--- src/logic/hydra_consts.svh ---
`ifndef HYDRA_CONSTS_SVH
`define HYDRA_CONSTS_SVH

// one bank per input port
`define NUM_PORTS 4
`define PORT_W 2

// priority 7 is served first
`define NUM_PRIOS 8
`define PRIO_W 3

`define DATA_W 16
`define PAGES_PER_BANK 16
`define PAGE_W 4
// global page address is {bank, page}
`define ADDR_W 6
`define CNT_W 5
`define ALMOST_FULL_PAGES 4

`endif

--- src/logic/hydra_sel_pkg.sv ---
`include "hydra_consts.svh"

package hydra_sel_pkg;

    // lowest set bit, 0 when the mask is empty
    function automatic logic [`PAGE_W-1:0] first_set(input logic [`PAGES_PER_BANK-1:0] mask);
        logic [`PAGE_W-1:0] idx;
        idx = '0;
        for (int i = `PAGES_PER_BANK - 1; i >= 0; i--) begin
            if (mask[i]) begin
                idx = `PAGE_W'(i);
            end
        end
        return idx;
    endfunction

    // highest set bit
    function automatic logic [`PRIO_W-1:0] last_set(input logic [`NUM_PRIOS-1:0] mask);
        logic [`PRIO_W-1:0] idx;
        idx = '0;
        for (int i = 0; i < `NUM_PRIOS; i++) begin
            if (mask[i]) begin
                idx = `PRIO_W'(i);
            end
        end
        return idx;
    endfunction

endpackage

--- src/logic/join_arbiter.sv ---
`timescale 1ns/1ps
`include "hydra_consts.svh"

module join_arbiter (
    input  logic                               clk,
    input  logic                               rst_n,
    input  logic [`NUM_PORTS-1:0]              join_req,
    input  logic [`NUM_PORTS-1:0][`PORT_W-1:0] join_dest,
    input  logic [`NUM_PORTS-1:0][`PRIO_W-1:0] join_prior,
    input  logic [`NUM_PORTS-1:0][`ADDR_W-1:0] join_head,
    input  logic [`NUM_PORTS-1:0][`ADDR_W-1:0] join_tail,
    output logic [`NUM_PORTS-1:0]              join_grant,
    output logic                               enq_vld,
    output logic [`PORT_W-1:0]                 enq_dest,
    output logic [`PRIO_W-1:0]                 enq_prior,
    output logic [`ADDR_W-1:0]                 enq_head,
    output logic [`ADDR_W-1:0]                 enq_tail
);
    import hydra_sel_pkg::*;

    logic [`PORT_W-1:0]      rr_ptr;
    logic [2*`NUM_PORTS-1:0] req_twice;
    logic [`PAGE_W-1:0]      offset;
    logic [`PORT_W-1:0]      win;

    // rotate so the pointer's port sits at bit 0
    assign req_twice = {join_req, join_req} >> rr_ptr;
    assign offset    = first_set(`PAGES_PER_BANK'(req_twice[`NUM_PORTS-1:0]));
    // wraps in PORT_W bits
    assign win        = rr_ptr + offset[`PORT_W-1:0];
    assign join_grant = (|join_req) ? (`NUM_PORTS'(1) << win) : '0;

    always_ff @(posedge clk) begin
        if (!rst_n) begin
            enq_vld <= 1'b0;
            rr_ptr  <= '0;
        end else begin
            enq_vld <= |join_req;
            if (|join_req) begin
                rr_ptr <= win + `PORT_W'(1);
            end
        end
    end

    always_ff @(posedge clk) begin
        if (|join_req) begin
            enq_dest  <= join_dest[win];
            enq_prior <= join_prior[win];
            enq_head  <= join_head[win];
            enq_tail  <= join_tail[win];
        end
    end

endmodule

--- config.mk ---
export PLATFORM = sky130hd
export DESIGN_NAME = join_arbiter
export DESIGN_NICKNAME = d
export VERILOG_FILES = /design/src/logic/hydra_sel_pkg.sv /design/src/logic/join_arbiter.sv
export VERILOG_INCLUDE_DIRS = /design/src /design/src/logic
export SDC_FILE = /design/constraint.sdc
export NUM_CORES = 1
export LEC_CHECK = 0
export BUFFER_PORTS_ARGS = -buffer_cell sky130_fd_sc_hd__buf_2
export CAP_MARGIN = 20
export CORE_ASPECT_RATIO = 1.1
export CORE_MARGIN = 2
export CORE_UTILIZATION = 44
export CTS_CLUSTER_DIAMETER = 80
export CTS_CLUSTER_SIZE = 25
export DETAILED_ROUTE_END_ITERATION = 10
export PLACE_DENSITY = 0.95
export SYNTH_ARGS = -nofsm -noshare
export SYNTH_HDL_FRONTEND = slang
export SYNTH_SLANG_ARGS = --single-unit
--- constraint.sdc ---
create_clock -name clk -period 5.15 [get_ports clk]
set_input_delay 0.515 -clock clk [delete_from_list [all_inputs] [get_ports clk]]
set_output_delay 0.515 -clock clk [all_outputs]
set_load 0.01 [all_outputs]
==> Yosys cells after proc, flatten, opt, wreduce, memory -nomap -nowiden <==
Cells that the tools add are included.
{ "totals": {"reg_bits": 20, "latchBits": 0, "ram_bits": 0, "mem_bits_ro": 0, "input_bits": 74, "output_inout_bits": 22, "word_cells": 25, "memories": 0} }
{ "classes": {"n_addsub": 2, "n_mul": 0, "n_div": 0, "magnitude_cmp": 1, "eq_ne": 0, "shifts": 2, "mux": 13, "bitwise": 0, "reduce_logical": 1} }
{ "op_table": {"columns": ["cell", "n"], "rows": [
  ["$bmux 6 s2", 2],
  ["$mux 6", 2],
  ["$mux 2", 5],
  ["$shr 8x2->4", 1],
  ["$bmux 3 s2", 1],
  ["$bmux 2 s2", 1],
  ["$mux 4", 1],
  ["$reduce_or 4->1", 1],
  ["$shl 1x2->4 const A", 1],
  ["$lt 2x3->1 const B", 1],
  ["$mux 3", 1],
  ["$add 2x1->2 const B", 1],
  ["$add 2x2->2", 1]
]} }

==> Depth between registers and ports, before layout <==
Gate-level depths: netlist of run 1.
{ "logic_depth": {"depth_word": 8, "ltp_mapped": 11, "depth_no_buf": 9} }

==> Worst setup path after synthesis of run 1 <==
OpenSTA, ideal clock, no wires.
{ "synth_path": {"path_type": "input-to-reg", "startpoint": "input join_req[2]", "endpoint": "register enq_dest[0], data pin", "arrival_ns": 2.562, "required_ns": 4.877, "slack_ns": 2.314, "stages": 7, "path_buffers": 3, "path_cell_list": "buf_2 or4_1 o2111ai_1 ha_1 buf_1 clkbuf_1 mux4_1"} }
{ "synth_between": {"elab_chain_len": 8} }
{ "synth_rtl": {"columns": ["element", "line_no", "source"], "rows": [
  ["from (decl)", "join_arbiter.sv:7", "input logic [`NUM_PORTS-1:0] join_req,"],
  ["$shr 8x2->4 (*)", "join_arbiter.sv:27", "assign req_twice = {join_req, join_req} >> rr_ptr;"],
  ["$mux 2 (3 in a row)", "hydra_sel_pkg.sv:10", "if (mask[i]) begin"],
  ["$mux 2 (*)", "hydra_sel_pkg.sv:10", null],
  ["$add 2x2->2 (*)", "join_arbiter.sv:30", "assign win = rr_ptr + offset[`PORT_W-1:0];"],
  ["$bmux 2 s2 (*)", "join_arbiter.sv:47", "enq_dest <= join_dest[win];"],
  ["$mux 2 (implied by the code) (*)", "join_arbiter.sv:47", null],
  ["to (signal assigned)", "join_arbiter.sv:47", null],
  ["to (decl)", "join_arbiter.sv:14", "output logic [`PORT_W-1:0] enq_dest,"]
]} }
Every way passes the cells marked *; elsewhere a longest branch is shown, timed or not. The select of a mux whose other input is x is not followed.
A chain may end at the register's enable or synchronous reset.

==> Worst setup path in the final report of run 1 <==
{ "layout_path": {"startpoint": "register rr_ptr[0]", "endpoint": "output join_grant[0]"} }
{ "layout_between": {"elab_chain_len": 8} }
{ "layout_rtl": {"columns": ["element", "line_no", "source"], "rows": [
  ["from (decl)", "join_arbiter.sv:21", "logic [`PORT_W-1:0] rr_ptr;"],
  ["from (signal assigned)", "join_arbiter.sv:40", "rr_ptr <= win + `PORT_W'(1);"],
  ["$shr 8x2->4", "join_arbiter.sv:27", null],
  ["$mux 2 (4 in a row)", "hydra_sel_pkg.sv:10", null],
  ["$add 2x2->2 (*)", "join_arbiter.sv:30", null],
  ["$shl 1x2->4 (no line) (*)", null, null],
  ["$mux 4 (*)", "join_arbiter.sv:31", "assign join_grant = (|join_req) ? (`NUM_PORTS'(1) << win) : '0;"],
  ["to (decl)", "join_arbiter.sv:12", "output logic [`NUM_PORTS-1:0] join_grant,"]
]} }
Every way passes the cells marked *; elsewhere a longest branch is shown, timed or not.

==> results of run 1 <==
## flip-flops by register name (all words and copies together), names as in the netlist
register	flops
enq_head	6
enq_dest	2
enq_vld	1
enq_prior	3
enq_tail	6
rr_ptr	2
## metal layers
metal  vias up  share of wire [%]
li1        569                  -
met1       610                 35
met3        13                8.4
met4         0                4.0
met2        71                 52
met5         -                  0
## layout by cell type (no fill, tap or decap), types with 2 or more instances in the layout
| cell type | instances |
|---|---|
| o21ai_0 | 2 |
| mux4_2 | 3 |
| nand2b_1 | 2 |
| nor3_1 | 2 |
| mux4_1 | 14 |
| dfxtp_1 | 3 |
| and3_1 | 2 |
| nand2_1 | 4 |
| a21oi_1 | 3 |
| and2_1 | 2 |
| buf_2 | 95 |
| inv_1 | 3 |
| nor2_1 | 6 |
| edfxtp_1 | 17 |
| mux2i_1 | 2 |
| clkbuf_4 | 3 |
## through the flow
| step | hold WS [ns] | power (mW) | instance area (µm²) | instances |
|---|---|---|---|---|
| 3_5_place_dp | 0.591 | 0.950 | 1850 | 213 |
| 3_3_place_gp | 0.566 | 0.935 | 1850 | 213 |
| 2_1_floorplan | 0.578 | 0.791 | 1380 | 93 |
| 5_1_grt | 0.458 | 1.09 | 1870 | 217 |
| 6_report | 0.463 | 1.02 | 1870 | 217 |
| 4_1_cts | 0.458 | 1.03 | 1870 | 217 |
## cell type report
cell class / instances / area share [%]
clock buffers: 4 / 1.40
inverters: 3 / 0.601
multi-input cells: 61 / 39.9
flip-flops and latches: 20 / 30.4
well taps: 34 / 2.27
repair buffers: 95 / 25.4
## power breakdown
group | leakage [nW] | switching (mW) | internal, mW
Combinational | 0.681 | 0.289 | 0.328
Sequential | 0.203 | 0.0373 | 0.290
Clock | 0.0150 | 0.0468 | 0.0302
Total | 0.900 | 0.373 | 0.648
## how the worst min path moves through the flow
stage                 to  cells past startpoint  slack [ns]      start
6_report         enq_vld                      2        0.46      rst_n
2_1_floorplan  rr_ptr[1]                      3        0.58  rr_ptr[1]
3_3_place_gp   rr_ptr[1]                      2        0.57  rr_ptr[1]
3_5_place_dp   rr_ptr[1]                      2        0.59  rr_ptr[1]
4_1_cts          enq_vld                      2        0.46      rst_n
5_1_grt          enq_vld                      2        0.46      rst_n
## kinds of logic after synthesis
group	count (synthesis)	synth area share (%)
flip-flops	20	41.2
AND/OR/NAND/NOR	24	9.86
AO/OA/AOI/OAI	15	8.59
multiplexers	19	32.9
XOR/XNOR	2	1.81
buffers and inverters	12	4.70
adder cells (fa/ha/maj)	1	0.904
==> flow_metrics.tcl, run 1 <==
set metrics [dict create \
    gp_congestion 0.825 \
    avgSynthCellArea_um2 14.9 \
    hp-class "in2reg" \
    irDropWorstVdd_v 0.000359 \
    num_io_pins 96 \
    rows 21 \
    ys.flop_type "edfxtp_1" \
    dieArea_mm2 0.00361 \
    ys_ff_latch 20 \
    crit_family "XOR/XNOR gates" \
    vias 1263 \
    slowest_stage "xnor2_2" \
    yosysTopAreaCellShare_pct 36.9 \
    cp.depth 7 \
    area.sequential_um2 571 \
    grt_pass1_vias 1198 \
    htree_levels 1 \
    fin_nets 259 \
    wl_per_cell_um 16.9 \
    max_freq_mhz 300 \
    reg2regPathDepth 5 \
    cp.required_ns 4.64 \
    crit_path_start_kind "flop" \
    r2r_slack_ns 2.19 \
    r2r-end "enq_dest[1]" \
    firstDrtPassIters 6 \
    crit_arrival_ns 2.81 \
    grt_pass1_wl_mm 5.48 \
    routed_via_density 5.82 \
    start_util_pct 45.8 \
    clock_latency_ns 0.30 \
    yosys_warnings 0 \
    setup_tns_ns 0 \
    dr.first_iter.drc_count 71 \
    grt_busiest_layer "met2" \
    cts.sinks 20 \
    rsz0062_at_grt "no" \
    synth_cells 93 \
    post-cts-setup-buffers 0 \
    drt.antenna.violating_nets 0 \
    ys_seq_area_share_pct 41.2 \
    core_area_mm2 0.00302 \
    grtUsageMet3_pct 4.55 \
    path_clk_slew_ns 0.10 \
    critical_path_buf_inv_count 1 \
    ys_types 37 \
    ys_top_cells_by_area "edfxtp_1, mux4_1, mux4_2" \
    antenna_found_initial 0 \
    crit_path_cell_trace "nor3_1 > o21ai_0 > o2111ai_1 > ha_1 > xnor2_2 > nor3b_2 > buf_2" \
    synth.most_common_cell "edfxtp_1" \
    drive_gt1_share_pct 59.6 \
    worst_slack_ns 1.82 \
    finalHoldViolCount 0 \
    async_flop_share_pct 0 \
    grt_max_degree 24 \
    pre_cts_slack_ns 1.96 \
    tightest_slew_ns 1.02 \
    fin_crit_sh_pct 64.7 \
    gr-usage-all-layers_pct 20.7 \
    cellLeakagePower_nw 0.900 \
    holdBufCountCts 0 \
    overflow 0 \
    setup.worst_path.start "rr_ptr[0]" \
    post_cts_resized 0 \
    cts_made_buffers 3 \
    synth_top_cell_by_area "edfxtp_1" \
    diodes 0 \
    drv_slew 0 \
    area_growth_syn_to_layout_pct 35.4 \
    synth_edf_count 17 \
    finClkSkew_ns 0.0104 \
    grt_util_met2_pct 38.1 \
    die_y_um 62.8 \
    chipWidth_um 57.5 \
    synth_nets 168 \
    cts_tree "built" \
    max_stage_delay_ns 0.78 \
    outcome "finished clean" \
    setup-violations-final 0 \
    crit_path_max_fanout 21 \
    endpoint "join_grant[0]" \
    nFillCells 222 \
    wl_mm 3.66 \
    netlist_area_mm2 0.00138 \
    max-slew-margin-rel_pct 32.3 \
    place_hpwl_mm 2.95 \
    final_util_pct 62.0 \
    cts_root_buf "clkbuf_4" \
    use_met1_pct 20.4 \
    drc_errors 0 \
    multi_input_area_um2 748 \
    cap_violations 0 \
    io_buffers 95 \
    worstReg2RegStart "rr_ptr[0]" \
    p_per_area_mw_per_mm2 545 \
    max-clock-path-buffers 2 \
    crit_type "reg2out" \
    synthTopCellsByCount "edfxtp_1, mux4_1, nor2_1" \
    worstSetupEndpointType "output port" \
    fin_crit_ns 3.33 \
]
Note: power is estimated with default switching activity, not from simulation.
==> run 2, diff against run 1 <==
CORE_UTILIZATION = 41   (was 44)
PLACE_DENSITY = 0.9   (was 0.95)
clock period = 3.47 ns   (was 5.15 ns; I/O delays follow)
==> run 2 against run 1 <==
Sequential cell count did not move. Sequential power rose by 49%. Design area rose by 0.53%. Clock-buffer cell count did not move. Non-clock buffer count rose by 1. Critical path type unchanged. Highest routed layer unchanged.
==> flow_metrics.tcl, run 2 (synthesis results as in run 1) <==
set metrics [dict create \
    die_y_um 64.9 \
    tightest_slew_ns 0.995 \
    crit_type "reg2out" \
    rsz0062_at_grt "no" \
    largest_registers "enq_head x6, enq_tail x6, enq_prior x3" \
    dr.first_iter.drc_count 86 \
    io_buffers 95 \
    fin_crit_ns 3.17 \
    cts_made_buffers 3 \
    grt_pass1_vias 1118 \
    setup-violations-final 0 \
    reg2regPathDepth 6 \
    p_per_area_mw_per_mm2 812 \
    crit_path_start_kind "flop" \
    cts_tree "built" \
    finalHoldViolCount 0 \
    crit_path_max_fanout 21 \
    r2r-end "enq_tail[0]" \
    final_common_cell "buf_2" \
    antenna_found_initial 0 \
    gp_congestion 0.836 \
    rows 22 \
    htree_levels 1 \
    place_hpwl_mm 3.16 \
    cp.required_ns 3.12 \
    vias 1223 \
    routed_via_density 5.56 \
    firstDrtPassIters 4 \
    cts.sinks 20 \
    fin_crit_sh_pct 91.4 \
    post-cts-setup-buffers 0 \
    path_clk_slew_ns 0.10 \
    finalNonFillerCells 220 \
    cellLeakagePower_nw 0.905 \
    finClkSkew_ns 0.00821 \
    min_to "enq_vld" \
    hp-class "in2reg" \
    worstSetupEndpointType "output port" \
    setup_tns_ns 0 \
    outcome "finished clean" \
    area_growth_syn_to_layout_pct 36.2 \
    final_util_pct 57.5 \
    fin_nets 260 \
    grt_max_degree 24 \
    post_cts_resized 0 \
    overflow 0 \
    min_path_cells 2 \
    worst_hold_slack_ns 0.278 \
    drive_gt1_share_pct 59.8 \
    worstReg2RegStart "rr_ptr[0]" \
    gr-usage-all-layers_pct 19.2 \
    cts_root_buf "clkbuf_4" \
    min_from "rst_n" \
    cap_violations 0 \
    grt_pass1_wl_mm 5.27 \
    max-slew-margin-rel_pct 33.4 \
    dieArea_mm2 0.00386 \
    dp_cells 216 \
    wl_mm 3.87 \
    r2r_slack_ns 0.69 \
    chipWidth_um 59.4 \
    final_area_mm2 0.00188 \
    irDropWorstVdd_v 0.000416 \
    wl_per_cell_um 17.6 \
    final_cell_mix "buf_2, edfxtp_1, mux4_1, nor2_1, nand2_1" \
    max_freq_mhz 315 \
    start_util_pct 42.2 \
    holdBufCountCts 0 \
    num_io_pins 96 \
    max-clock-path-buffers 2 \
    drv_slew 0 \
    diodes 0 \
    drc_errors 0 \
    placed_cell_area_mm2 0.00186 \
    crit_arrival_ns 2.83 \
    core_area_mm2 0.00328 \
    clock_latency_ns 0.31 \
    drt.antenna.violating_nets 0 \
]
run 2: changes by cell type in the layout (fill, tap and decap cells not counted):
| cell | change |
|---|---|
| buf_4 | +1 |
run 2: worst max-delay path by stage:
stage / start / cells past startpoint / end
floorplan: rr_ptr[0] / 7 / enq_dest[0]
global placement: join_req[3] / 9 / join_grant[0]
detailed placement: join_req[3] / 9 / join_grant[0]
CTS: rr_ptr[0] / 7 / join_grant[0]
global route: rr_ptr[0] / 7 / join_grant[0]
finish: rr_ptr[0] / 7 / join_grant[0]
run 2: report_power, final:
group	internal [mW]	total, mW	switching [mW]
registers	0.430	0.486	0.0558
clock network	0.0450	0.116	0.0709
logic	0.492	0.929	0.437
total	0.968	1.53	0.563
run 2: per-stage QoR:
stage          worst slack [ns]  total power, mW
3_3_place_gp              0.669             1.39
6_report                  0.298             1.53
2_1_floorplan             0.774             1.17
5_1_grt                  0.0611             1.62
4_1_cts                   0.272             1.54
3_5_place_dp              0.629             1.42
run 2: final cells by class:
type / count / area [µm²]
Inverter: 3 / 11.3
Tap cell: 36 / 45.0
Sequential cell: 20 / 571
Timing Repair Buffer: 96 / 483
Clock buffer: 4 / 26.3
Fill cell: 278 / 1390
Multi-Input combinational cell: 61 / 748
run 2: worst max-delay path: stages (launching register included):
cell	delay, ns
dfxtp_1	0.60
nor3_1	0.11
o21ai_0	0.17
o2111ai_1	0.13
ha_1	0.25
xnor2_2	0.80
nor3b_2	0.30
buf_2	0.15
run 2: layer usage:
layer / vias up / wire length (µm) / part of all wire (%) / global-route usage, %
li1: 572 / - / - / -
met1: 570 / 1230 / 32 / 18.8
met2: 72 / 2130 / 55 / 35.4
met3: 9 / 418 / 11 / 4.99
met4: 0 / 95 / 2.5 / 10.2
met5: - / 0 / 0 / 0
